### config.mk
export PLATFORM = sky130hd
export DESIGN_NAME = cpu_fetch
export DESIGN_NICKNAME = d
export VERILOG_FILES = /design/src/cpu_pkg.sv /design/src/cpu_fetch.sv
export VERILOG_INCLUDE_DIRS = /design/src
export SDC_FILE = /design/constraint.sdc
export NUM_CORES = 1
export LEC_CHECK = 0
export BUFFER_PORTS_ARGS = -buffer_cell sky130_fd_sc_hd__buf_2
export CORE_ASPECT_RATIO = 1.1
export CORE_MARGIN = 8
export CORE_UTILIZATION = 38
export CTS_CLUSTER_SIZE = 8
export DETAILED_ROUTE_END_ITERATION = 10
export GPL_ROUTABILITY_DRIVEN = 0
export PLACE_DENSITY = 0.69
export SLEW_MARGIN = 10
export SYNTH_ARGS = -nofsm -noshare
export SYNTH_HDL_FRONTEND = slang
export SYNTH_SLANG_ARGS = --single-unit
### constraint.sdc
create_clock -name CLOCK -period 6.15 [get_ports CLOCK]
set_input_delay 0.615 -clock CLOCK [delete_from_list [all_inputs] [get_ports CLOCK]]
set_output_delay 0.615 -clock CLOCK [all_outputs]
set_load 0.01 [all_outputs]
### src/cpu_params.svh
`ifndef CPU_PARAMS_SVH
`define CPU_PARAMS_SVH

`define CPU_XLEN   64  // Data and address width
`define CPU_NREGS  32
`define CPU_RIDX_W 5
`define CPU_ILEN   32
`define CPU_OPC_W  11  // Bits 31:21 of the instruction

// Zero register reads as 0 and drops writes
`define CPU_XZR    31

`endif
### src/cpu_pkg.sv
package cpu_pkg;

  `include "cpu_params.svh"

  typedef logic [`CPU_XLEN-1:0]   word_t;
  typedef logic [`CPU_ILEN-1:0]   instr_t;
  typedef logic [`CPU_RIDX_W-1:0] reg_idx_t;
  typedef logic [`CPU_OPC_W-1:0]  opcode_t;

  typedef enum logic [1:0] {
    ALU_ADD = 2'd0,
    ALU_SUB = 2'd1,
    ALU_AND = 2'd2,
    ALU_ORR = 2'd3
  } alu_op_e;

  typedef struct packed {
    alu_op_e alu_op;
    logic    use_imm;     // Second operand is the D-type offset
    logic    mem_read;
    logic    mem_write;
    logic    reg_write;
    logic    mem_to_reg;
  } ctrl_t;

  typedef struct packed {
    logic     valid;
    ctrl_t    ctrl;
    word_t    rn_data;
    word_t    rm_data;    // Rm or Rt for a store
    word_t    imm;
    reg_idx_t rd;
    reg_idx_t rn_idx;
    reg_idx_t rm_idx;
  } id_ex_t;

  typedef struct packed {
    word_t addr;          // ALU result forwarded from the memory stage
    word_t wdata;
    logic  read;
    logic  write;
  } mem_req_t;

  typedef struct packed {
    logic     reg_write;
    reg_idx_t rd;
    word_t    data;
  } wb_t;

endpackage

### src/cpu_fetch.sv
`timescale 1ns/10ps

module cpu_fetch import cpu_pkg::*; (
  input  logic   CLOCK,
  input  logic   RESET,
  input  instr_t instr,
  input  logic   instr_valid,
  input  logic   stall,
  output word_t  pc,
  output logic   fetch_ready,
  output instr_t if_instr,
  output logic   if_valid
);

  assign fetch_ready = ~stall;

  always_ff @(posedge CLOCK) begin
    if (RESET) begin
      pc       <= '0;
      if_valid <= 1'b0;
    end else if (!stall) begin  // Stall holds PC and IF/ID
      if (instr_valid) begin
        pc       <= pc + word_t'(4);
        if_instr <= instr;
        if_valid <= 1'b1;
      end else begin
        if_valid <= 1'b0;       // Bubble
      end
    end
  end

endmodule

== Word level (Yosys, flattened, before mapping) ==
Index checks and enable logic that the tools add are counted.

* Register bits: 97
* Bits of input ports: 36
* Output and inout port bits: 98

* Add/subtract/negate cells: 1
* Muxes and demuxes: 1
* Bitwise gates (word level): 2
* Reduce and logical (&&, ||, !) cells: 2

{| class="wikitable"
|+ Operators with widths
! kind !! number
|-
| 64-bit by 3-bit adder with 64-bit output, second input constant || 1
|-
| 3-bit AND reduction || 1
|-
| 1-bit NOT || 2
|-
| 2-bit AND reduction || 1
|-
| 1-bit two-way mux || 1
|}

== Logic depth before layout (Yosys ltp) ==
* Depth in word-level cells: 2
* Gate-level depth with buffers: 8
* Depth with buffers taken out: 6

== Worst setup path after synthesis ==
Ideal clock, no wire load.

* Path type: input -> register
* From: in instr_valid
* To: reg if_instr[0], enable pin
* Setup time: 425 ps
* Arrival time: 2427 ps
* Required time: 5725 ps
* Slack: 3298 ps
* Stages on the path: 2
* Path buffers: 0
* Path through: nor2b_1 > nor2b_1

* Word-level cells in the longest chain between the ends: 1

{| class="wikitable"
|+ Ends and longest elaborated chain
! element !! line !! source
|-
| start, declared || cpu_fetch.sv:7 || <nowiki>input logic instr_valid,</nowiki>
|-
| 3-bit AND reduction (no line) || n/a ||
|-
| end signal, assigned || cpu_fetch.sv:24 || <nowiki>if_instr <= instr;</nowiki>
|-
| end, declared || cpu_fetch.sv:11 || <nowiki>output instr_t if_instr,</nowiki>
|}

No other way between the ends.
A chain may end at the register's enable or synchronous reset.

== Final worst setup path ==
* From: reg pc[2]
* To: reg pc[48]

* Word-level cells in the longest chain between the ends: 1

{| class="wikitable"
|+ Ends and longest elaborated chain
! element !! line !! source
|-
| start, declared || cpu_fetch.sv:9 || <nowiki>output word_t pc,</nowiki>
|-
| start signal, assigned || cpu_fetch.sv:23 || <nowiki>pc <= pc + word_t'(4);</nowiki>
|-
| 64-bit by 3-bit adder with 64-bit output || cpu_fetch.sv:23 ||
|}

No other way between the ends.

==> impl_metrics.py <==
metrics = {
    "status": {
        "status": "completed",
    },
    "sta": {
        "slew_violations": 0,
        "finalSetupViolCount": 0,
        "relSlewSlack_pct": 33.3,
        "finalCritPeriodShare_pct": 42.5,
        "final.setup.tns_ps": 0,
        "tightest_slew_ps": 992,
        "fmax_mhz": 383,
        "fin_skew_ps": 6.99,
        "timing.final.crit_period_ps": 2610,
        "hold_violations": 0,
        "rsz0062_at_grt": "false",
    },
    "global_routing": {
        "antenna_found_initial": 0,
        "grt_pass1_wl_mm": 15.8,
        "track_usage_pct": 14.2,
        "grt_max_degree": 66,
        "overflow": 0,
        "grt_pass1_vias": 3215,
    },
    "placement": {
        "dpl.hpwl_mm": 7.30,
        "place_inst": 621,
        "placed_area_um2": 4690,
        "portBuffers": 131,
    },
    "setup_path": {
        "startpoint_type": "register",
        "path_max_fanout": 14,
        "cp-end-kind": "register",
        "crit_arrival_ps": 2880,
        "cp.required_ps": 6410,
        "critPathKind": "reg -> reg",
    },
    "flow_run": {
        "maxCapViolCount": 0,
    },
    "final_layout": {
        "final_cell_mix": "131 x buf_2, 63 x dfxtp_1, 41 x nor2_1",
        "final_common_cell": "buf_2",
        "drive_gt1_share_pct": 31.3,
        "final_area_um2": 4990,
        "antenna_cells": 0,
        "fin_util_pct": 48.7,
        "nets": 546,
        "fin_cells": 637,
        "area_growth_pct": 26.6,
    },
    "cts": {
        "ctsResizeCount": 0,
        "path_clk_slew_ps": 70,
        "cts_buffers": 9,
        "cts_setup_buffers": 0,
        "hold_buffers": 0,
        "clk_latency_ps": 340,
        "cts_max_level": 3,
        "clock_path_buffers": 2,
        "cts_tree": "built",
        "cts_root_buf": "clkbuf_16",
        "numClockSinks": 95,
    },
    "floorplan": {
        "core_area_um2": 10200,
        "io_pins": 134,
        "start_util_pct": 38.5,
        "num_rows": 39,
        "dieArea_um2": 13900,
        "fp.dieH_um": 123,
        "dieWidth_um": 113,
    },
    "detailed_routing": {
        "antenna_left": 0,
        "vias_per_cell": 5.31,
        "firstDrtPassIters": 4,
        "wl_met3_um": 629,
        "wl_per_cell_um": 15.6,
        "drt_wl_total_mm": 9.93,
        "first_iter_violations": 126,
        "drc": 0,
        "wl_met2_mm": 4.68,
        "wl_met1_mm": 4.48,
        "routed.top_layer": "met4",
        "vias": 3385,
    },
    "synthesis": {
        "syn_inst": 381,
        "synth_edf_count": 32,
        "synth_cell_types": 38,
        "syn_area_um2": 3940,
        "ys_async_sr_fraction_pct": 0,
        "synth-main-ff-cell": "dfxtp_1",
        "yosysSeqAreaShare_pct": 56.4,
        "synth_warnings": 0,
        "syn_area_per_cell_um2": 10.3,
        "synth_seq_cells": 95,
    },
    "pwr": {
        "finalPower_w": 0.00126,
        "ir_worst_vdd_v": 0.000122,
        "p_per_area_nw_per_um2": 252,
        "p_leak_nw": 1.98,
    },
    "worst_hold_path": {
        "hold_path_class": "in -> reg",
    },
}
worst paths after layout:
kind / from / end / slack, ps / depth (start not counted)
hold / removal: instr[17] / if_instr[17] / 450 / 1
setup / recovery: pc[2] / pc[48] / 3540 / 6
hold reg to reg: pc[63] / pc[63] / 490 / 2
setup reg to reg: pc[2] / pc[48] / 3540 / 6
final cells by class:
type | instances | area, µm²
well taps | 123 | 154
fillers | 978 | 5260
repair buffers | 133 | 671
flip-flops and latches | 95 | 2220
inverters | 7 | 26.3
clock inverters | 7 | 71.3
multi-input cells | 263 | 1620
clock buffers | 9 | 225
flip-flops by register name (all words and copies together), names as in the netlist:
name / flops
if_valid: 1
if_instr: 32
pc: 62
metrics by stage:
stage	setup slack [ps]	hold slack, ps
floorplan	3300	496
global placement	3350	469
detailed placement	3280	474
CTS	3500	430
global route	3310	433
finish	3540	449
report_power, final:
group / total (W) / switching, W / internal (W)
Sequential: 0.000664 / 0.00000331 / 0.000661
Combinational: 0.0000435 / 0.0000256 / 0.0000180
Clock: 0.000550 / 0.000236 / 0.000315
kinds of logic (layout without fill, tap and decap cells):
| kind of cell | after synthesis | in the layout | synth area share, % |
|---|---|---|---|
| other | 1 | 2 | 0.0951 |
| muxes | 2 | 2 | 0.540 |
| and+or+nand+nor | 168 | 168 | 24.8 |
| adders and majority gates | 1 | 1 | 0.317 |
| xor gates and xnor gates | 31 | 31 | 6.89 |
| DFF | 95 | 95 | 56.4 |
| AOI/OAI and AO/OA | 59 | 59 | 8.25 |
| buffers and inverters | 24 | 156 | 2.70 |
cells in the mapped netlist, types with 2 or more instances:
| cell type | number | area, µm² |
|---|---|---|
| o31ai_1 | 12 | 90.1 |
| nand3_1 | 17 | 85.1 |
| nand4_1 | 26 | 163 |
| edfxtp_1 | 32 | 961 |
| nor3_1 | 2 | 10.0 |
| and3_1 | 7 | 43.8 |
| o21ai_0 | 17 | 85.1 |
| xor2_1 | 19 | 166 |
| clkbuf_1 | 11 | 41.3 |
| nand2_1 | 18 | 67.6 |
| inv_1 | 7 | 26.3 |
| dfxtp_1 | 63 | 1260 |
| or3_1 | 18 | 113 |
| nand4_4 | 2 | 42.5 |
| nor2_1 | 41 | 154 |
| or2_2 | 4 | 25.0 |
| or4_1 | 13 | 97.6 |
| buf_4 | 2 | 15.0 |
| a21oi_1 | 30 | 150 |
| and4_1 | 3 | 26.3 |
| nor4_1 | 5 | 31.3 |
| nor4_4 | 2 | 42.5 |
| buf_1 | 2 | 7.51 |
| xnor2_1 | 12 | 105 |
| nor2b_1 | 3 | 18.8 |
layer usage:
metal	vias up	track usage, %
li1	1654	-
met1	1617	17.0
met2	105	23.0
met3	9	4.13
met4	0	7.00
met5	-	0
worst max-delay path, stage by stage (launching register included):
cell and delay, ps:
dfxtp_1 390, ha_1 210, nand4b_2 210, nor4_4 540, nand4_1 490, or4_1 560
a21oi_1 150
Note: power is estimated with default switching activity, not from simulation.
