$ cat config.mk
export PLATFORM = sky130hd
export DESIGN_NAME = cpu_execute
export DESIGN_NICKNAME = d
export VERILOG_FILES = /design/src/cpu_pkg.sv /design/src/cpu_execute.sv
export VERILOG_INCLUDE_DIRS = /design/src
export SDC_FILE = /design/constraint.sdc
export NUM_CORES = 1
export LEC_CHECK = 0
export BUFFER_PORTS_ARGS = -buffer_cell sky130_fd_sc_hd__buf_2
export CORE_MARGIN = 3
export CORE_UTILIZATION = 45
export CTS_CLUSTER_DIAMETER = 30
export DETAILED_ROUTE_END_ITERATION = 16
export PLACE_DENSITY = 0.83
export SYNTH_ARGS = -nofsm -noshare
export SYNTH_HDL_FRONTEND = slang
export SYNTH_SLANG_ARGS = --single-unit
$ cat constraint.sdc
create_clock -name CLOCK -period 13.6 [get_ports CLOCK]
set_input_delay 3.4 -clock CLOCK [delete_from_list [all_inputs] [get_ports CLOCK]]
set_output_delay 3.4 -clock CLOCK [all_outputs]
set_load 0.01 [all_outputs]
$ cat src/cpu_params.svh
`ifndef CPU_PARAMS_SVH
`define CPU_PARAMS_SVH

`define CPU_XLEN   64  // Data and address width
`define CPU_NREGS  32
`define CPU_RIDX_W 5
`define CPU_ILEN   32
`define CPU_OPC_W  11  // Bits 31:21 of the instruction

// Zero register reads as 0 and drops writes
`define CPU_XZR    31

`endif
$ cat src/cpu_pkg.sv
package cpu_pkg;

  `include "cpu_params.svh"

  typedef logic [`CPU_XLEN-1:0]   word_t;
  typedef logic [`CPU_ILEN-1:0]   instr_t;
  typedef logic [`CPU_RIDX_W-1:0] reg_idx_t;
  typedef logic [`CPU_OPC_W-1:0]  opcode_t;

  typedef enum logic [1:0] {
    ALU_ADD = 2'd0,
    ALU_SUB = 2'd1,
    ALU_AND = 2'd2,
    ALU_ORR = 2'd3
  } alu_op_e;

  typedef struct packed {
    alu_op_e alu_op;
    logic    use_imm;     // Second operand is the D-type offset
    logic    mem_read;
    logic    mem_write;
    logic    reg_write;
    logic    mem_to_reg;
  } ctrl_t;

  typedef struct packed {
    logic     valid;
    ctrl_t    ctrl;
    word_t    rn_data;
    word_t    rm_data;    // Rm or Rt for a store
    word_t    imm;
    reg_idx_t rd;
    reg_idx_t rn_idx;
    reg_idx_t rm_idx;
  } id_ex_t;

  typedef struct packed {
    word_t addr;          // ALU result forwarded from the memory stage
    word_t wdata;
    logic  read;
    logic  write;
  } mem_req_t;

  typedef struct packed {
    logic     reg_write;
    reg_idx_t rd;
    word_t    data;
  } wb_t;

endpackage

$ cat src/cpu_execute.sv
`timescale 1ns/10ps

`include "cpu_params.svh"

module cpu_execute import cpu_pkg::*; (
  input  logic     CLOCK,
  input  logic     RESET,
  input  id_ex_t   id_ex,
  input  wb_t      wb,
  output mem_req_t mem_req,
  output reg_idx_t ex_rd,
  output logic     ex_reg_write,
  output logic     ex_mem_to_reg,
  output logic     ex_is_load,
  output reg_idx_t ex_load_rd
);

  word_t op_a;
  word_t op_b_reg;
  word_t op_b;
  word_t alu_y;

  // Writeback is checked first and wins when both stages match
  function automatic word_t forward(input reg_idx_t idx, input word_t stage_val);
    word_t val;
    val = stage_val;
    if (wb.reg_write && wb.rd != reg_idx_t'(`CPU_XZR) && wb.rd == idx)
      val = wb.data;
    else if (ex_reg_write && ex_rd != reg_idx_t'(`CPU_XZR) && ex_rd == idx)
      val = mem_req.addr;
    return val;
  endfunction

  always_comb begin
    op_a     = forward(id_ex.rn_idx, id_ex.rn_data);
    op_b_reg = forward(id_ex.rm_idx, id_ex.rm_data);
    op_b     = id_ex.ctrl.use_imm ? id_ex.imm : op_b_reg;
    case (id_ex.ctrl.alu_op)
      ALU_SUB: alu_y = op_a - op_b;
      ALU_AND: alu_y = op_a & op_b;
      ALU_ORR: alu_y = op_a | op_b;
      default: alu_y = op_a + op_b;
    endcase
  end

  // Hazard info for decode
  assign ex_is_load = id_ex.valid && id_ex.ctrl.mem_read;
  assign ex_load_rd = id_ex.rd;

  always_ff @(posedge CLOCK) begin
    if (RESET) begin
      mem_req.read  <= 1'b0;
      mem_req.write <= 1'b0;
      ex_reg_write  <= 1'b0;
      ex_mem_to_reg <= 1'b0;
    end else begin
      mem_req.read  <= id_ex.ctrl.mem_read;
      mem_req.write <= id_ex.ctrl.mem_write;
      ex_reg_write  <= id_ex.ctrl.reg_write;
      ex_mem_to_reg <= id_ex.ctrl.mem_to_reg;
    end
    mem_req.addr  <= alu_y;
    mem_req.wdata <= op_b_reg;  // Forwarded store data
    ex_rd         <= id_ex.rd;
  end

endmodule

After elaboration in Yosys (flattened, before gate mapping)
Cells that the tools add are included.

word-level totals
  register bits = 137
  latch bits = 0
  RAM bits = 0
  memory bits (read-only) = 0
  input bits = 287
  logic and storage cells = 33
  memories kept = 0

cells by class
  add/subtract/negate cells = 2
  multipliers = 0
  divide/modulo/power cells = 0
  magnitude comparators = 0
  equality and inequality tests = 9
  shift-type cells = 0
  muxes and demuxes = 6
  bitwise operators = 2
  reduce and logical (&&, ||, !) cells = 7

operator list
  operator                                                               count
  64-bit 2-to-1 mux                                                      5
  64-bit case mux with 3 select lines                                    1
  64-bit adder                                                           1
  64-bit AND                                                             1
  64-bit bitwise OR                                                      1
  64-bit subtractor                                                      1
  5-bit equality test                                                    4
  5-bit != test, second input constant                                   2
  1-bit logical AND                                                      7
  2-bit equality test, second input constant                             2
  2-bit by 1-bit equality test with 1-bit output, second input constant  1

Logic depth before layout (Yosys ltp)
  depth after elaboration = 8
  depth in mapped cells = 28
  mapped depth without buffers = 24

Least setup slack after synthesis
Ideal clock, no wire load.

  kind = input to register
  start = input port id_ex[2] (netlist bit)
  end = register mem_req[129] (netlist bit)
  setup time = 122 ps
  arrival = 9,206 ps
  path slack = 4,272 ps
  stages = 26
  cell sequence = xor2_1 -> or4b_1 -> buf_2 -> o21ai_2 -> a31oi_1 -> mux2_4 -> or4_4 -> buf_6 -> nor4_2 -> and2_1 -> buf_4 -> a41oi_1 -> xnor2_1 -> ha_1 -> clkbuf_1 -> and4_1 -> nand2_1 -> or3_1 -> o221ai_1 -> nor3_1 -> a21oi_1 -> a41oi_1 -> o211a_1 -> mux2_2 -> o211ai_1 -> a221o_1

between the ends
  word-level cells in the longest chain between the ends = 7

RTL lines
  item                                                      line                                  text
  start: declaration                                        cpu_execute.sv:8                      input id_ex_t id_ex,
  5-bit equality test                                       cpu_execute.sv:29                     else if (ex_reg_write && ex_rd != reg_idx_t'(`CPU_XZR) && ex_rd == idx)
  1-bit logical AND                                         cpu_execute.sv:29
  64-bit 2-to-1 mux                                         cpu_execute.sv:29
  64-bit 2-to-1 mux *                                       cpu_execute.sv:27                     if (wb.reg_write && wb.rd != reg_idx_t'(`CPU_XZR) && wb.rd == idx)
  via op_b_reg[12]                                          cpu_execute.sv:19                     word_t op_b_reg;
  64-bit 2-to-1 mux *                                       cpu_execute.sv:37                     op_b = id_ex.ctrl.use_imm ? id_ex.imm : op_b_reg;
  64-bit adder / 64-bit subtractor (equally long branches)  cpu_execute.sv:42, cpu_execute.sv:39
  64-bit case mux with 3 select lines *                     cpu_execute.sv:38                     case (id_ex.ctrl.alu_op)
  via alu_y[63]                                             cpu_execute.sv:21                     word_t alu_y;
  end: declaration                                          cpu_execute.sv:10                     output mem_req_t mem_req,

The timed path passes the listed nets; every way through them passes the cells marked *.
A chain may end at the register's enable or synchronous reset.

Final worst setup path
  start = input port id_ex[2] (netlist bit)
  end = register mem_req[129] (netlist bit)

between the ends
  word-level cells in the longest chain between the ends = 7

RTL lines
  item                                   line               text
  5-bit equality test                    cpu_execute.sv:29
  1-bit logical AND                      cpu_execute.sv:29
  64-bit 2-to-1 mux                      cpu_execute.sv:29
  64-bit 2-to-1 mux *                    cpu_execute.sv:27
  64-bit 2-to-1 mux *                    cpu_execute.sv:37
  64-bit adder (tied with other cells)   cpu_execute.sv:42  default: alu_y = op_a + op_b;
  64-bit case mux with 3 select lines *  cpu_execute.sv:38
  via alu_y[63]                          cpu_execute.sv:21

Marked as above.

==> impl_metrics.py <==
metrics = {
    "timing": {
        "clock_skew_ps": 13.0,
        "drv_slew": 0,
        "worstMarginPinSlew_ps": 1010,
        "tns_ps": 0,
        "min_period_over_period_pct": 80.6,
        "maxSlewHeadroom_pct": 32.3,
        "hold_ws_ps": 548,
        "fmax_ghz": 0.0912,
        "rsz0062_at_grt": "no",
        "finalSetupViolations": 0,
        "period_needed_ps": 10970,
        "hold_viol": 0,
    },
    "cts": {
        "cts_max_path_buffers": 2,
        "tritoncts": "built",
        "htree_levels": 4,
        "postCtsHoldBufs": 0,
        "clock_latency_ps": 460,
        "numCtsBuffers": 17,
        "cts_resized": 0,
        "postCtsSetupBuffers": 0,
        "clk_pin_slew_ps": 70,
        "cts-root-buf": "clkbuf_16",
        "cts.sinks": 137,
    },
    "synth": {
        "synth-edff-count": 0,
        "synthArstFlopShare_pct": 0,
        "ys_types": 80,
        "post_synth.cell_area_avg_sq_um": 7.36,
        "ys_seq_area_share_pct": 20.0,
        "dominantRegCellSynth": "dfxtp_1",
        "syn_inst": 1859,
        "ys_warn_count": 0,
        "synthesis.nets": 2213,
        "ys_ff_latch": 137,
        "syn_area_sq_um": 13700,
    },
    "layout": {
        "drive_gt1_share_pct": 24.0,
        "fill_cells": 2880,
        "multi_input_comb_area_sq_um": 10200,
        "largest_reg_flops": 130,
        "antenna_cells_inserted": 0,
        "syn_to_final_growth_pct": 20.4,
        "regMostFlops": "mem_req",
        "nNetsFinal": 2541,
        "register_area_sq_um": 2740,
        "reg.largest.list": "mem_req: 130 flops, ex_rd: 5 flops",
        "fin_area_sq_um": 16500,
    },
    "flow_run": {
        "maxCapViolCount": 0,
    },
    "worst_setup_path": {
        "slowest_stage": "nor4_2",
        "crit_chain": "buf_2 > xor2_1 > nor4b_4 > buf_4 > nand2_1 > a211oi_1 > o31ai_1 > or4_4 > nor4_2 > and2_1 > a41oi_1 > xnor2_1 > ha_1 > and4_1 > nand2_1 > or3_1 > o221ai_1 > nor3_1 > a21oi_1 > a41oi_1 > o211a_1 > mux2_2 > o211ai_1 > a221o_1",
        "critical-path-top-delay-family": "simple AND/OR/NAND/NOR gates",
        "startpoint_type": "input port",
        "critical_path_class": "in -> reg",
        "crit_buf_inv": 2,
        "worstPathArrival_ps": 11320,
        "cpPeakStageDelay_ps": 710,
        "critical_path_required_ps": 13950,
        "end_kind": "flip-flop",
        "critPathMaxFanout": 63,
    },
    "power": {
        "p_leak_nw": 7.05,
        "p_per_area_nw_per_um2": 109,
        "ir_worst_vdd_mv": 0.0938,
    },
    "place": {
        "placed_area_sq_um": 15900,
        "routabilityCongestion": 0.972,
        "dp_hpwl_mm": 45.0,
        "place.port_buffers": 429,
    },
    "detailed_routing": {
        "vias": 16100,
        "via_per_inst": 6.20,
        "routed_wl_mm": 57.8,
        "wire_per_inst_microns": 22.3,
        "drt_iter0_markers": 1913,
        "antenna_left": 0,
        "drc": 0,
        "first_pass_iters": 6,
    },
    "die": {
        "row_count": 63,
        "dieArea_sq_um": 32500,
        "die_height_microns": 180,
        "coreArea_sq_um": 29800,
        "die_w_microns": 180,
        "ios": 430,
        "floorplan.initialDensity_pct": 45.9,
    },
    "global_route": {
        "grt_pass1_vias": 15500,
        "grt.total_usage_pct": 33.6,
        "antenna_found_initial": 1,
        "grt_pass1_wl_mm": 88.0,
        "overflow": 0,
        "grt_max_degree": 73,
    },
    "worst_hold_path": {
        "hold_path_class": "reg -> reg",
    },
    "run_status": {
        "status": "complete, no violations",
    },
}
## cell type report
class                   instances  share of cell area (%)
clock inverters                13                   0.736
well taps                     390                    2.96
clock buffers                  19                    2.63
multi-input cells            1519                    61.7
inverters                      63                    1.43
flip-flops and latches        137                    16.6
repair buffers                449                    13.9
## cells by family (layout without fill, tap and decap cells)
group	Yosys count	count (layout)	share of synthesized area, %
AOI/OAI and AO/OA	567	567	26.1
xor gates and xnor gates	139	139	8.89
adders and majority gates	127	127	10.6
buffers and inverters	203	544	5.83
DFF	137	137	20.0
muxes	107	107	7.96
and+or+nand+nor	579	579	20.6
## layer usage
metal | GRT usage (%) | routed length (microns)
met1 | 43.2 | 24100
met2 | 57.0 | 27700
met3 | 5.67 | 4440
met4 | 11.9 | 1570
met5 | 0 | 0
## worst reg2reg max path: stages, from the launching register on
cell,delay [ps]
dfxtp_1,370
xor2_1,210
nor4b_4,280
buf_4,640
nand2_1,560
a211oi_1,450
o31ai_1,200
or4_4,640
nor4_2,710
and2_1,490
a41oi_1,200
xnor2_1,170
ha_1,410
and4_1,290
nand2_1,130
or3_1,400
o221ai_1,330
nor3_1,80
a21oi_1,340
a41oi_1,280
o211a_1,350
mux2_2,260
o211ai_1,90
a221o_1,350
## where the power goes
part	internal, mW	switching, mW
Clock	0.252	0.212
Combinational	0.323	0.483
Sequential	0.467	0.0599
Total	1.04	0.756
## worst paths after layout
path | from | endpoint | slack, ps | cells after the start
setup reg to reg | ex_rd[2] | mem_req[129] | 5280 | 23
setup / recovery | id_ex[2] | mem_req[129] | 2630 | 24
hold reg to reg | mem_req[112] | mem_req[48] | 550 | 2
hold / removal | mem_req[112] | mem_req[48] | 550 | 2
## synth_stat cells (6+ instances only)
cell type	instances	area, sq um
o21ai_0	183	916
nand2_1	172	646
dfxtp_1	137	2740
nor2_1	114	428
a21oi_1	110	551
clkbuf_1	107	402
xnor2_1	96	841
mux2i_1	95	951
nand3_1	87	435
a31oi_1	71	444
nor3_1	70	350
ha_1	66	826
inv_1	63	236
maj3_1	60	601
a21o_1	57	428
xor2_1	43	377
and2_1	22	138
nand4_1	22	138
buf_1	21	78.8
and3_1	18	113
a311oi_1	16	140
a211oi_1	15	113
nor4_1	13	81.3
o21ai_1	12	60.1
mux2_2	11	124
nor2b_1	11	68.8
o211ai_1	10	75.1
o21bai_1	10	75.1
a211o_1	8	70.1
a41oi_1	8	70.1
or2_2	8	50.1
or3_1	8	50.1
o31a_1	7	61.3
buf_4	6	45.0
nor3b_1	6	45.0
o31ai_1	6	45.0
## cells in the final DEF, fill, tap and decap left out, drive strengths merged, types with 71 or more instances in the layout
master	count
buf	449
dfxtp	137
nor2	114
a31oi	71
nand2	172
o21ai	197
mux2i	95
nand3	89
xnor2	96
a21oi	110
## through the flow
step                      cells  setup WS (ps)  util (%)  total power, mW
after global placement     2558           2570      53.5             1.31
final                      2590           2630      55.3             1.80
after detailed placement   2558           2410      53.5             1.32
after CTS                  2590           2870      55.3             1.78
after floorplan            1859           4270         -             1.04
after global routing       2590           2210      55.3             1.89
(Power assumes the default switching activity.)
