<file path="config.mk">
export PLATFORM = sky130hd
export DESIGN_NAME = cpu_result
export DESIGN_NICKNAME = d
export VERILOG_FILES = /design/src/cpu_pkg.sv /design/src/cpu_result.sv
export VERILOG_INCLUDE_DIRS = /design/src
export SDC_FILE = /design/constraint.sdc
export NUM_CORES = 1
export LEC_CHECK = 0
export BUFFER_PORTS_ARGS = -buffer_cell sky130_fd_sc_hd__buf_4
export CAP_MARGIN = 15
export CORE_AREA = 2 2 107 109
export CTS_CLUSTER_DIAMETER = 100
export DETAILED_ROUTE_END_ITERATION = 7
export DIE_AREA = 0 0 109 111
export PLACE_DENSITY = 0.68
export SETUP_SLACK_MARGIN = 0.05
export SKIP_LAST_GASP = 1
export SLEW_MARGIN = 15
export SYNTH_ARGS = -nofsm -noshare
export SYNTH_HDL_FRONTEND = slang
export SYNTH_SLANG_ARGS = --single-unit
</file>
<file path="constraint.sdc">
create_clock -name CLOCK -period 1.6 [get_ports CLOCK]
set_input_delay 0.32 -clock CLOCK [delete_from_list [all_inputs] [get_ports CLOCK]]
set_output_delay 0.32 -clock CLOCK [all_outputs]
set_load 0.02 [all_outputs]
</file>
<file path="src/cpu_params.svh">
`ifndef CPU_PARAMS_SVH
`define CPU_PARAMS_SVH

`define CPU_XLEN   64  // Data and address width
`define CPU_NREGS  32
`define CPU_RIDX_W 5
`define CPU_ILEN   32
`define CPU_OPC_W  11  // Bits 31:21 of the instruction

// Zero register reads as 0 and drops writes
`define CPU_XZR    31

`endif
</file>
<file path="src/cpu_pkg.sv">
package cpu_pkg;

  `include "cpu_params.svh"

  typedef logic [`CPU_XLEN-1:0]   word_t;
  typedef logic [`CPU_ILEN-1:0]   instr_t;
  typedef logic [`CPU_RIDX_W-1:0] reg_idx_t;
  typedef logic [`CPU_OPC_W-1:0]  opcode_t;

  typedef enum logic [1:0] {
    ALU_ADD = 2'd0,
    ALU_SUB = 2'd1,
    ALU_AND = 2'd2,
    ALU_ORR = 2'd3
  } alu_op_e;

  typedef struct packed {
    alu_op_e alu_op;
    logic    use_imm;     // Second operand is the D-type offset
    logic    mem_read;
    logic    mem_write;
    logic    reg_write;
    logic    mem_to_reg;
  } ctrl_t;

  typedef struct packed {
    logic     valid;
    ctrl_t    ctrl;
    word_t    rn_data;
    word_t    rm_data;    // Rm or Rt for a store
    word_t    imm;
    reg_idx_t rd;
    reg_idx_t rn_idx;
    reg_idx_t rm_idx;
  } id_ex_t;

  typedef struct packed {
    word_t addr;          // ALU result forwarded from the memory stage
    word_t wdata;
    logic  read;
    logic  write;
  } mem_req_t;

  typedef struct packed {
    logic     reg_write;
    reg_idx_t rd;
    word_t    data;
  } wb_t;

endpackage

</file>
<file path="src/cpu_result.sv">
`timescale 1ns/10ps

module cpu_result import cpu_pkg::*; (
  input  logic     CLOCK,
  input  logic     RESET,
  input  mem_req_t mem_req,
  input  word_t    mem_rdata,
  input  reg_idx_t ex_rd,
  input  logic     ex_reg_write,
  input  logic     ex_mem_to_reg,
  output wb_t      wb
);

  word_t    alu_q;
  word_t    rdata_q;
  reg_idx_t rd_q;
  logic     reg_write_q;
  logic     mem_to_reg_q;

  always_ff @(posedge CLOCK) begin
    if (RESET) begin
      reg_write_q  <= 1'b0;
      mem_to_reg_q <= 1'b0;
    end else begin
      reg_write_q  <= ex_reg_write;
      mem_to_reg_q <= ex_mem_to_reg;
    end
    alu_q   <= mem_req.addr;
    rdata_q <= mem_rdata;   // Memory answers in the same cycle
    rd_q    <= ex_rd;
  end

  assign wb = '{reg_write: reg_write_q,
                rd:        rd_q,
                data:      mem_to_reg_q ? rdata_q : alu_q};

endmodule

</file>
# Word-level counts from Yosys, hierarchy flattened
# Index checks and enable logic that the tools add are counted.
dict set report totals {
  word_cells 6
  regBits 135
}
dict set report classes {
  mux 1
}
# operator count
set op_table {}
lappend op_table {{two-way mux 64 bit} 1}

# Logic depth before layout (Yosys ltp)
# Gate-level depths: netlist of the first run.
dict set report logic_depth {
  word_depth 1
  depth_mapped 3
  depth_no_buf 1
}

# Least setup slack after synthesis of the first run
# No wires, ideal clock.
dict set report synth_path {
  kind {register -> output}
  start {register mem_to_reg_q}
  end {output wb[10] (netlist name)}
  arrival_time_ns 0.971
  stages_incl_launch_ff 4
  slack_ns 0.309
  path_cell_list {dfxtp_1 -> buf_6 -> buf_12 -> mux2_4}
}
# item line
set synth_rtl {}
lappend synth_rtl {{from (decl)} cpu_result.sv:18} ;# logic mem_to_reg_q;
lappend synth_rtl {{from (signal assigned)} cpu_result.sv:26} ;# mem_to_reg_q <= ex_mem_to_reg;
lappend synth_rtl {{to (decl)} cpu_result.sv:11} ;# output wb_t wb

==> PnR_summary.wiki, run 1 <==
{| class="wikitable"
! Metric !! Value
|-
| Outcome || complete, but fails checks
|-
| Violations in the final reports || setup timing
|-
| Antenna violations before repair || 0
|-
| Maximum clock path buffer count || 2
|-
| Max transition margin || 0.880
|-
| Highest net fanout along the worst path || 20
|-
| Top Usage Layer GRT || met2
|-
| Number of H-tree levels || 4
|-
| First-pass GRT wire length || 15.3 mm
|-
| Grt total ovfl || 0
|-
| Effective utilization at floorplan || 0.343
|-
| Met1 capacity usage during global routing || 0.153
|-
| Routed Wire Length || 10.4 mm
|-
| Synthesized netlist cell count || 209
|-
| Required time of the worst setup path || 1280 ps
|-
| Number of register bits inferred by synthesis || 135
|-
| Power density of the placed cells || 1160 nW/µm²
|-
| Met3 layer usage reported by global route || 0.0829
|-
| CTS tree || yes
|-
| DRC viols || 0
|-
| Area enclosed by the die boundary || 12100 µm²
|-
| Largest vdd supply drop || 0.967 mV
|-
| Sort of element at the start of the critical path || flip-flop
|-
| Worst setup slack after layout || -258 ps
|-
| Maximum number of pins on one net before global-route repair || 21
|-
| Synthesized area || 3800 µm²
|-
| Avg Cell Area, Syn || 18.2 µm²
|-
| Vertical die dimension || 111 µm
|-
| Number of global-route vias before repair || 3253
|-
| Core Box Area || 11100 µm²
|-
| Clock buffer count from CTS || 17
|-
| Sequential cell area fraction in the yosys report || 0.711
|-
| Setup Viol. Count Final || 64
|-
| Cell chosen for the clock root || sky130_fd_sc_hd__clkbuf_16
|-
| Max-capacitance violation count || 0
|-
| Post-synth cell types || 7
|-
| Average vias per placed instance || 4.04
|-
| Final Hold Violating Endpoints || 0
|-
| Min-Delay Path Class || input port to flip-flop
|-
| Port-buffer cells || 206
|-
| Start-to-end type of the worst setup path || flip-flop to primary output
|-
| Final RePlAce weighted congestion || 0.719
|-
| Setup crit end kind || primary output
|-
| Number of detailed-routing iterations run before antenna repair || 4
|-
| Layout Nets || 747
|-
| Ys Warns || 0
|-
| Detailed-route via count || 2824
|-
| Total half-perimeter wirelength after legalization and detailed placement || 6.07 mm
|-
| Overall routing resource usage || 0.174
|-
| Min Clock Period, post-route || 1860 ps
|-
| Final cell count without fillers || 699
|-
| Clock Pin Slew Worst Setup and Hold Paths || 50 ps
|-
| WP data arrival || 1540 ps
|-
| Relative area change from synthesis to final layout || 90.8%
|-
| Met2 Usage GRT || 0.320
|-
| Die X-Extent || 109 µm
|-
| Cell row count || 39
|-
| Share of final-layout standard cells stronger than drive strength 1 || 0.554
|-
| Final critical-path share of the clock period || 1.16
|-
| Wire per inst || 14.9 µm
|-
| Total leakage power || 3.42 nW
|-
| Share of the core filled with cells in the final layout || 0.655
|-
| Cell total after placement || 555
|-
| Ports placed on the boundary || 273
|-
| Unrepaired setup endpoints after global routing || yes
|-
| Number of violations reported at the end of detailed-routing iteration 0 || 96
|-
| Fmax || 0.538 GHz
|-
| DRT antenna net count || 0
|-
| Antenna diode instance count || 0
|-
| Final Total Pwr || 8.43 mW
|-
| Net count of the mapped netlist || 412
|-
| Final number of max-transition violations || 0
|-
| Transition time at the pin with the least slew margin || 180 ps
|-
| Setup slack after placement || 156 ps
|-
| Sink Count || 135
|}
## cell usage in the layout, fill, tap and decap left out
cell,netlist,layout
sky130_fd_sc_hd__bufinv_16,0,1
sky130_fd_sc_hd__buf_4,1,191
sky130_fd_sc_hd__buf_8,0,1
sky130_fd_sc_hd__inv_4,0,1
sky130_fd_sc_hd__dfxtp_4,0,1
sky130_fd_sc_hd__mux2_4,60,60
sky130_fd_sc_hd__nor2b_1,2,2
sky130_fd_sc_hd__buf_6,1,17
sky130_fd_sc_hd__dlygate4sd3_1,0,110
sky130_fd_sc_hd__clkbuf_16,0,17
sky130_fd_sc_hd__clkbuf_8,0,4
sky130_fd_sc_hd__buf_12,6,4
sky130_fd_sc_hd__clkinv_2,0,4
sky130_fd_sc_hd__buf_16,0,1
sky130_fd_sc_hd__mux2_2,4,4
sky130_fd_sc_hd__clkbuf_1,0,2
sky130_fd_sc_hd__clkinvlp_4,0,2
sky130_fd_sc_hd__dfxtp_1,135,134
## metrics by stage
step / TNS [ps] / area, µm² / hold slack [ps]
detailed placement: 0 / 5470 / 426
global route: -17410 / 7250 / 2.99
CTS: -16270 / 7190 / 0.0208
floorplan: 0 / 3800 / 348
finish: -14090 / 7250 / 18.2
global placement: 0 / 5470 / 424
## final timing paths
kind	startpoint	slack, ps	cells past startpoint	endpoint
max	mem_to_reg_q$_SDFF_PP0_	-260	3	wb[0]
min	mem_req[92]	20	1	alu_q[26]$_DFF_P_
## cells in the mapped netlist
cell                      instances  area share
sky130_fd_sc_hd__buf_12           6       0.032
sky130_fd_sc_hd__buf_4            1      0.0020
sky130_fd_sc_hd__buf_6            1      0.0030
sky130_fd_sc_hd__dfxtp_1        135        0.71
sky130_fd_sc_hd__mux2_2           4       0.012
sky130_fd_sc_hd__mux2_4          60        0.24
sky130_fd_sc_hd__nor2b_1          2      0.0033
## layer usage
metal | up-vias | part of all wire
met5 | - | 0
met4 | 0 | 0.023
met3 | 20 | 0.10
met2 | 132 | 0.55
met1 | 1301 | 0.33
li1 | 1371 | -
## logic make-up after synthesis
family                 count (synthesis)  synth area share
and+or+nand+nor                        2           0.00329
muxes                                 64             0.249
DFF                                  135             0.711
buffers and inverters                  8            0.0366
## registers in the layout, summed over array words and instances, names as in the netlist
| register | count |
|---|---|
| rd_q | 5 |
| mem_to_reg_q | 1 |
| reg_write_q | 1 |
| rdata_q | 64 |
| alu_q | 64 |
## what timing repair did
| action | 4_1_cts | 5_1_grt |
|---|---|---|
| hold buffers | 109 | 1 |
| setup buffers | 1 | 1 |
| cloned | 1 | 0 |
| gates resized for setup | 9 | 11 |
| hold endpoints to repair | 109 | 1 |
| setup endpoints to repair | 64 | 64 |
## cell type report
| cell class | count | area (µm²) |
|---|---|---|
| flip-flops and latches | 135 | 2710 |
| fillers | 787 | 3820 |
| clock inverters | 8 | 71.3 |
| well taps | 143 | 179 |
| repair buffers | 324 | 2850 |
| clock buffers | 23 | 488 |
| multi-input cells | 66 | 958 |
## where the power goes
| group | internal [mW] | switching [mW] |
|---|---|---|
| clock | 2.28 | 1.34 |
| sequential | 3.55 | 0.0539 |
| combinational | 0.781 | 0.427 |
## critical path, stage by stage, from the launching register on
cell and delay [ps]:
sky130_fd_sc_hd__dfxtp_4 400, sky130_fd_sc_hd__buf_12 200, sky130_fd_sc_hd__mux2_2 350, sky130_fd_sc_hd__buf_4 160
Note: power is estimated with default switching activity, not from simulation.
==> run 2, diff against run 1 <==
- GPL_TIMING_DRIVEN: not set -> 0
==> run 2 against run 1 <==
  * Utilization grew 6.6 points
  * Power grew 9.5%
  * Critical path type unchanged
  * Count of clock-buffer cells in the layout grew 2
  * First-iteration DRC count grew 3.1%
  * The run still ends with setup timing left
  * Routed wire length grew 11%
  * Sequential share of layout area shrank 3.4 points
  * Worst setup slack lost 1.9 ps
  * Clock power grew 17%
  * Non-clock buffer count grew 32
  * Critical path depth grew 1
  * Die area is the same
==> PnR_summary.wiki, run 2 (synthesized netlist as in run 1, its figures left out) <==
{| class="wikitable"
! Metric !! Value
|-
| Outcome || complete, but fails checks
|-
| Violations in the final reports || setup timing
|-
| Combinational group share of total power || 0.152 (+0.009)
|-
| First-pass GRT wire length || 15.9 mm (+4.0%)
|-
| Average vias per placed instance || 4.10 (+1.4%)
|-
| Number of violations reported at the end of detailed-routing iteration 0 || 99 (+3.1%)
|-
| Grt total ovfl || 0 (unchanged)
|-
| Max transition margin || 0.880 (about the same)
|-
| Wire per inst || 15.7 µm (+5.8%)
|-
| Total leakage power || 3.73 nW (+9.2%)
|-
| Worst setup slack after layout || -260 ps (-1.88 ps)
|-
| Detailed-route via count || 2999 (+6.2%)
|-
| Max-capacitance violation count || 0 (unchanged)
|-
| Standard cell with the maximum stage delay on the critical path || sky130_fd_sc_hd__dfxtp_4
|-
| Highest net fanout along the worst path || 6 (-70%)
|-
| Sink Count || 135 (unchanged)
|-
| Crit-path max cell delay || 380 ps (-20 ps)
|-
| Most frequent cells in the layout || sky130_fd_sc_hd__buf_4 (144), sky130_fd_sc_hd__dfxtp_1 (134), sky130_fd_sc_hd__dlygate4sd3_1 (132)
|-
| Area enclosed by the die boundary || 12100 µm² (unchanged)
|-
| Final number of max-transition violations || 0 (unchanged)
|-
| Min Clock Period, post-route || 1860 ps (+1.88 ps)
|-
| Commonest non-fill, non-tap cell in the layout || sky130_fd_sc_hd__buf_4
|-
| Transition time at the pin with the least slew margin || 181 ps (+0.858 ps)
|-
| Fin area || 7990 µm² (+10%)
|-
| Die X-Extent || 109 µm (unchanged)
|-
| Setup slack after placement || 115 ps (-40.8 ps)
|-
| Crit path cell chain || buf_12 > clkbuf_16 > mux2_4 > buf_6
|-
| Min-Delay Path Class || input port to flip-flop
|-
| Effective utilization at floorplan || 0.343 (unchanged)
|-
| Clock Pin Slew Worst Setup and Hold Paths || 50 ps (about the same)
|-
| Required time of the worst setup path || 1280 ps (about the same)
|-
| Switching component of the power || 1.90 mW (+4.3%)
|-
| Share of the core filled with cells in the final layout || 0.721 (+0.0663)
|-
| Relative area change from synthesis to final layout || 110%
|-
| Sw Ratio || 0.205 (-0.0102)
|-
| Number of fill cells || 682 (-13%)
|-
| Share of final-layout standard cells stronger than drive strength 1 || 0.542 (-0.0124)
|-
| DRC viols || 0 (unchanged)
|-
| Final critical-path share of the clock period || 1.16 (+0.00117)
|-
| P_int || 7.33 mW (+11%)
|-
| Antenna violations before repair || 0 (unchanged)
|-
| Part of the total power dissipated in sequential elements || 0.391 (-0.036)
|-
| CTS tree || yes
|-
| Number of global-route vias before repair || 3290 (+1.1%)
|-
| Final RePlAce weighted congestion || 0.704 (-2.0%)
|-
| Number of detailed-routing iterations run before antenna repair || 4 (unchanged)
|-
| Start-to-end type of the worst setup path || flip-flop to primary output
|-
| Antenna diode instance count || 0 (unchanged)
|-
| Final Hold Violating Endpoints || 0 (unchanged)
|-
| WP data arrival || 1540 ps (about the same)
|-
| Number of H-tree levels || 4 (unchanged)
|-
| Clk network pwr share || 0.457 (+0.028)
|-
| Overall routing resource usage || 0.180 (+0.00608)
|-
| Port-buffer cells || 206 (unchanged)
|-
| Core Box Area || 11100 µm² (unchanged)
|-
| Unrepaired setup endpoints after global routing || yes
|-
| Vertical die dimension || 111 µm (unchanged)
|-
| Maximum number of pins on one net before global-route repair || 17 (-19%)
|-
| Largest vdd supply drop || 1.13 mV (+17%)
|-
| Post-detailed-placement cell area || 5530 µm² (+1.1%)
|-
| Sort of element at the start of the critical path || flip-flop
|-
| Routed Wire Length || 11.5 mm (+11%)
|-
| Maximum clock path buffer count || 2 (unchanged)
|-
| Largest registers ranked by flip-flop count || alu_q: 64 flops, rdata_q: 64 flops, rd_q: 5 flops
|-
| Cell row count || 39 (unchanged)
|-
| Ports placed on the boundary || 273 (unchanged)
|-
| DRT antenna net count || 0 (unchanged)
|-
| Layout Nets || 779 (+4.3%)
|-
| Setup Viol. Count Final || 64 (unchanged)
|-
| Power density of the placed cells || 1160 nW/µm² (-0.57%)
|-
| Clock buffer count from CTS || 17 (unchanged)
|-
| Cell chosen for the clock root || sky130_fd_sc_hd__clkbuf_16
|-
| Fmax || 0.538 GHz (-0.10%)
|-
| Setup crit end kind || primary output
|-
| Setup total negative slack || -15120 ps (-1030 ps)
|}
==> run 2: cell count changes in the layout (fill, tap and decap cells not counted), moves of 4 or more <==
cell,change
sky130_fd_sc_hd__dlygate4sd3_1,+22
sky130_fd_sc_hd__buf_4,-47
sky130_fd_sc_hd__mux2_2,-4
sky130_fd_sc_hd__buf_6,+48
sky130_fd_sc_hd__mux2_4,+4
sky130_fd_sc_hd__clkbuf_16,+8
==> run 2: repair_timing <==
item	in CTS	in global routing
cloned	0	8
resized for setup	2	71
hold buffers	114	18
pin swaps	0	0
setup buffers	0	2
endpoints found under the setup margin	64	64
hold endpoints to repair	114	18
==> run 2: layout make-up <==
class	count	area, µm²	area share
multi-input combinational	66	973	0.122
buffer	8	148	0.0185
timing repair buffer	348	3330	0.417
clock inverter	7	138	0.0172
sequential	135	2710	0.339
tap	143	179	0.0224
clock buffer	25	515	0.0645
==> run 2: through the flow <==
step | power, mW | cells | hold WS, ps
final | 9.23 | 732 | 35.7
after global routing | 9.54 | 732 | 11.8
after CTS | 9.05 | 704 | 0.862
after detailed placement | 4.62 | 558 | 425
after global placement | 4.60 | 558 | 424
after floorplan | 4.13 | 209 | 348
==> run 2: path summary, 6_finish.rpt <==
check                                   start               to  slack [ps]  depth (start not counted)
worst min-delay path                 ex_rd[4]  rd_q[4]$_DFF_P_          40                          1
worst max-delay path  mem_to_reg_q$_SDFF_PP0_           wb[59]        -260                          4
==> run 2: worst max-delay path, delay by kind of cell (launching register included) <==
family / cells / cell delay, ps
buffers and inverters: 3 / 440
DFF: 1 / 380
muxes: 1 / 310
==> run 2: power by group through the flow <==
| stage | sequential (mW) | combinational, mW | clock [mW] |
|---|---|---|---|
| floorplan | 3.66 | 0.465 | 0 |
| global placement | 3.66 | 0.945 | 0 |
| detailed placement | 3.67 | 0.953 | 0 |
| CTS | 3.60 | 1.18 | 4.27 |
| global route | 3.62 | 1.47 | 4.45 |
| finish | 3.60 | 1.40 | 4.22 |
==> run 2: routing by layer <==
metal,vias up,share of wire,GRT usage
met2,138,0.53,0.312
met3,22,0.093,0.0982
li1,1437,-,-
met5,-,0,0
met1,1402,0.35,0.171
met4,0,0.024,0.0812
==> run 3, diff against run 2 <==
- BUFFER_PORTS_ARGS: -buffer_cell sky130_fd_sc_hd__buf_4 -> not set
- DONT_BUFFER_PORTS: not set -> 1
- PLACE_DENSITY: 0.68 -> not set
- PLACE_DENSITY_LB_ADDON: not set -> 0.2
==> run 3 against run 2 <==
  * The flow now stops in 4_1_cts
  * Area after synthesis is the same
  * Synthesized cell count is the same
==> PnR_summary.wiki, run 3 <==
{| class="wikitable"
! Metric !! Value
|-
| Outcome || stopped before the end
|-
| Step where the flow halted || 4_1_cts
|-
| Error that stopped the run || [ERROR RSZ-0060] Max buffer count reached.
|-
| Die X-Extent || 109 µm (unchanged)
|-
| Net count of the mapped netlist || 412 (unchanged)
|-
| Share of synthesized flip-flops with an asynchronous set or reset || 0 (unchanged)
|-
| Cell row count || 39 (unchanged)
|-
| Total half-perimeter wirelength after legalization and detailed placement || 4.52 mm
|-
| Dominant cell type by area after synthesis || sky130_fd_sc_hd__dfxtp_1
|-
| Synthesized area || 3800 µm² (unchanged)
|-
| Count leader, synth || sky130_fd_sc_hd__dfxtp_1
|-
| Number of cells upsized or downsized after cts || 4 (+2)
|-
| Port-buffer cells || 0 (-100%)
|-
| Cell chosen for the clock root || sky130_fd_sc_hd__clkbuf_16
|-
| Clock buffer count from CTS || 17 (unchanged)
|-
| Number of register bits inferred by synthesis || 135 (unchanged)
|-
| Avg Cell Area, Syn || 18.2 µm² (unchanged)
|-
| Vertical die dimension || 111 µm (unchanged)
|-
| Maximum clock path buffer count || 2 (unchanged)
|-
| Ranking of synthesized cells by area || sky130_fd_sc_hd__dfxtp_1 (71%), sky130_fd_sc_hd__mux2_4 (24%), sky130_fd_sc_hd__buf_12 (3.2%)
|-
| Synth Flop Type || sky130_fd_sc_hd__dfxtp_1
|-
| Post-CTS setup buffers || 2 (+2)
|-
| Sequential cell area fraction in the yosys report || 0.711 (unchanged)
|-
| Yosys top cell area share || 0.711 (unchanged)
|-
| Number of enable flip-flop cells after synthesis || 0 (unchanged)
|-
| Effective utilization at floorplan || 0.343 (unchanged)
|-
| Number of H-tree levels || 4 (unchanged)
|-
| Post-synth cell types || 7 (unchanged)
|-
| Hold bufs inserted after CTS || 101 (-11%)
|-
| Sink Count || 135 (unchanged)
|-
| Final RePlAce weighted congestion || 0.633 (-10%)
|-
| Ys Warns || 0 (unchanged)
|-
| Synthesized netlist cell count || 209 (unchanged)
|-
| Leading post-synthesis cells by instance count || sky130_fd_sc_hd__dfxtp_1 (135), sky130_fd_sc_hd__mux2_4 (60), sky130_fd_sc_hd__buf_12 (6), sky130_fd_sc_hd__mux2_2 (4), sky130_fd_sc_hd__nor2b_1 (2)
|-
| Ports placed on the boundary || 273 (unchanged)
|}
-- run 3: cell counts after synthesis --
No cell type changed its count.
-- run 3: cells by family after synthesis --
group	Yosys count	share of synthesized area
mux	64	0.249
simple gates	2	0.00329
buf+inv	8	0.0366
flops	135	0.711
-- run 3: per-stage QoR --
stage                util  instance area, µm²  worst slack [ps]  std cells  hold slack (ps)
detailed placement  0.359                3980               223        352              348
global placement    0.359                3980               228        352              348
floorplan               -                3800               309        209              348
==> run 4, diff against run 3 <==
- CORE_AREA: 2 2 107 109 -> not set
- CORE_UTILIZATION: not set -> 25
- CTS_CLUSTER_DIAMETER: 100 -> not set
- DIE_AREA: 0 0 109 111 -> not set
- PLACE_DENSITY_LB_ADDON: 0.2 -> 0.15
- SETUP_SLACK_MARGIN: 0.05 -> not set
==> run 4 against run 3 <==
  * The run again fails in 4_1_cts
  * Area after synthesis stayed put
  * Synthesized cell count stayed put
==> PnR_summary.wiki, run 4 <==
{| class="wikitable"
! Metric !! Value
|-
| Outcome || stopped before the end
|-
| Step where the flow halted || 4_1_cts
|-
| Error that stopped the run || [ERROR RSZ-0060] Max buffer count reached.
|-
| Dominant cell type by area after synthesis || sky130_fd_sc_hd__dfxtp_1
|-
| Fraction of synthesized area in multiplexers || 0.249 (unchanged)
|-
| Number of register bits inferred by synthesis || 135 (unchanged)
|-
| Post-CTS setup buffers || 1 (-1)
|-
| Die X-Extent || 125 µm (+15%)
|-
| Fraction of the mapped netlist area in adder cells || 0 (unchanged)
|-
| Synth Flop Type || sky130_fd_sc_hd__dfxtp_1
|-
| Vertical die dimension || 125 µm (+13%)
|-
| Yosys top cell area share || 0.711 (unchanged)
|-
| Number of H-tree levels || 4 (unchanged)
|-
| Avg Cell Area, Syn || 18.2 µm² (unchanged)
|-
| Effective utilization at floorplan || 0.259 (-0.0845)
|-
| Number of enable flip-flop cells after synthesis || 0 (unchanged)
|-
| Post-synth cell types || 7 (unchanged)
|-
| Final RePlAce weighted congestion || 0.614 (-3.0%)
|-
| Simple logic cell fraction of the synthesized area || 0.00329 (unchanged)
|-
| Sequential cell area fraction in the yosys report || 0.711 (unchanged)
|-
| Leading post-synthesis cells by instance count || sky130_fd_sc_hd__dfxtp_1 (135), sky130_fd_sc_hd__mux2_4 (60), sky130_fd_sc_hd__buf_12 (6), sky130_fd_sc_hd__mux2_2 (4), sky130_fd_sc_hd__nor2b_1 (2)
|-
| Maximum clock path buffer count || 2 (unchanged)
|-
| Share of synthesized flip-flops with an asynchronous set or reset || 0 (unchanged)
|-
| Sink Count || 135 (unchanged)
|-
| Net count of the mapped netlist || 412 (unchanged)
|-
| Synthesized area || 3800 µm² (unchanged)
|-
| Ys Warns || 0 (unchanged)
|-
| Cell row count || 44 (+13%)
|-
| Port-buffer cells || 0 (unchanged)
|-
| Cell chosen for the clock root || sky130_fd_sc_hd__clkbuf_16
|-
| Synthesized netlist cell count || 209 (unchanged)
|-
| Clock buffer count from CTS || 17 (unchanged)
|-
| Number of cells upsized or downsized after cts || 3 (-1)
|-
| Total half-perimeter wirelength after legalization and detailed placement || 4.71 mm (+4.0%)
|-
| Fraction of the mapped netlist area in compound gates || 0 (unchanged)
|-
| Hold bufs inserted after CTS || 101 (unchanged)
|-
| Ranking of synthesized cells by area || sky130_fd_sc_hd__dfxtp_1 (71%), sky130_fd_sc_hd__mux2_4 (24%), sky130_fd_sc_hd__buf_12 (3.2%)
|-
| Ports placed on the boundary || 273 (unchanged)
|-
| Post-Synth XOR/XNOR Area || 0 (unchanged)
|-
| Largest family of logic cells by synthesized area || multiplexers
|-
| Count leader, synth || sky130_fd_sc_hd__dfxtp_1
|}
[run 4: cell counts after synthesis]
Identical to the previous run, type by type.
[run 4: kinds of logic after synthesis]
group,Yosys count
buffers and inverters,8
multiplexers,64
flip-flops,135
AND/OR/NAND/NOR,2
[run 4: per-stage QoR]
stage / std cells / setup slack [ps] / util / hold WS (ps) / cell area, µm²
floorplan: 209 / 309 / - / 348 / 3800
global placement: 393 / 204 / 0.274 / 348 / 4030
detailed placement: 393 / 203 / 0.274 / 348 / 4030
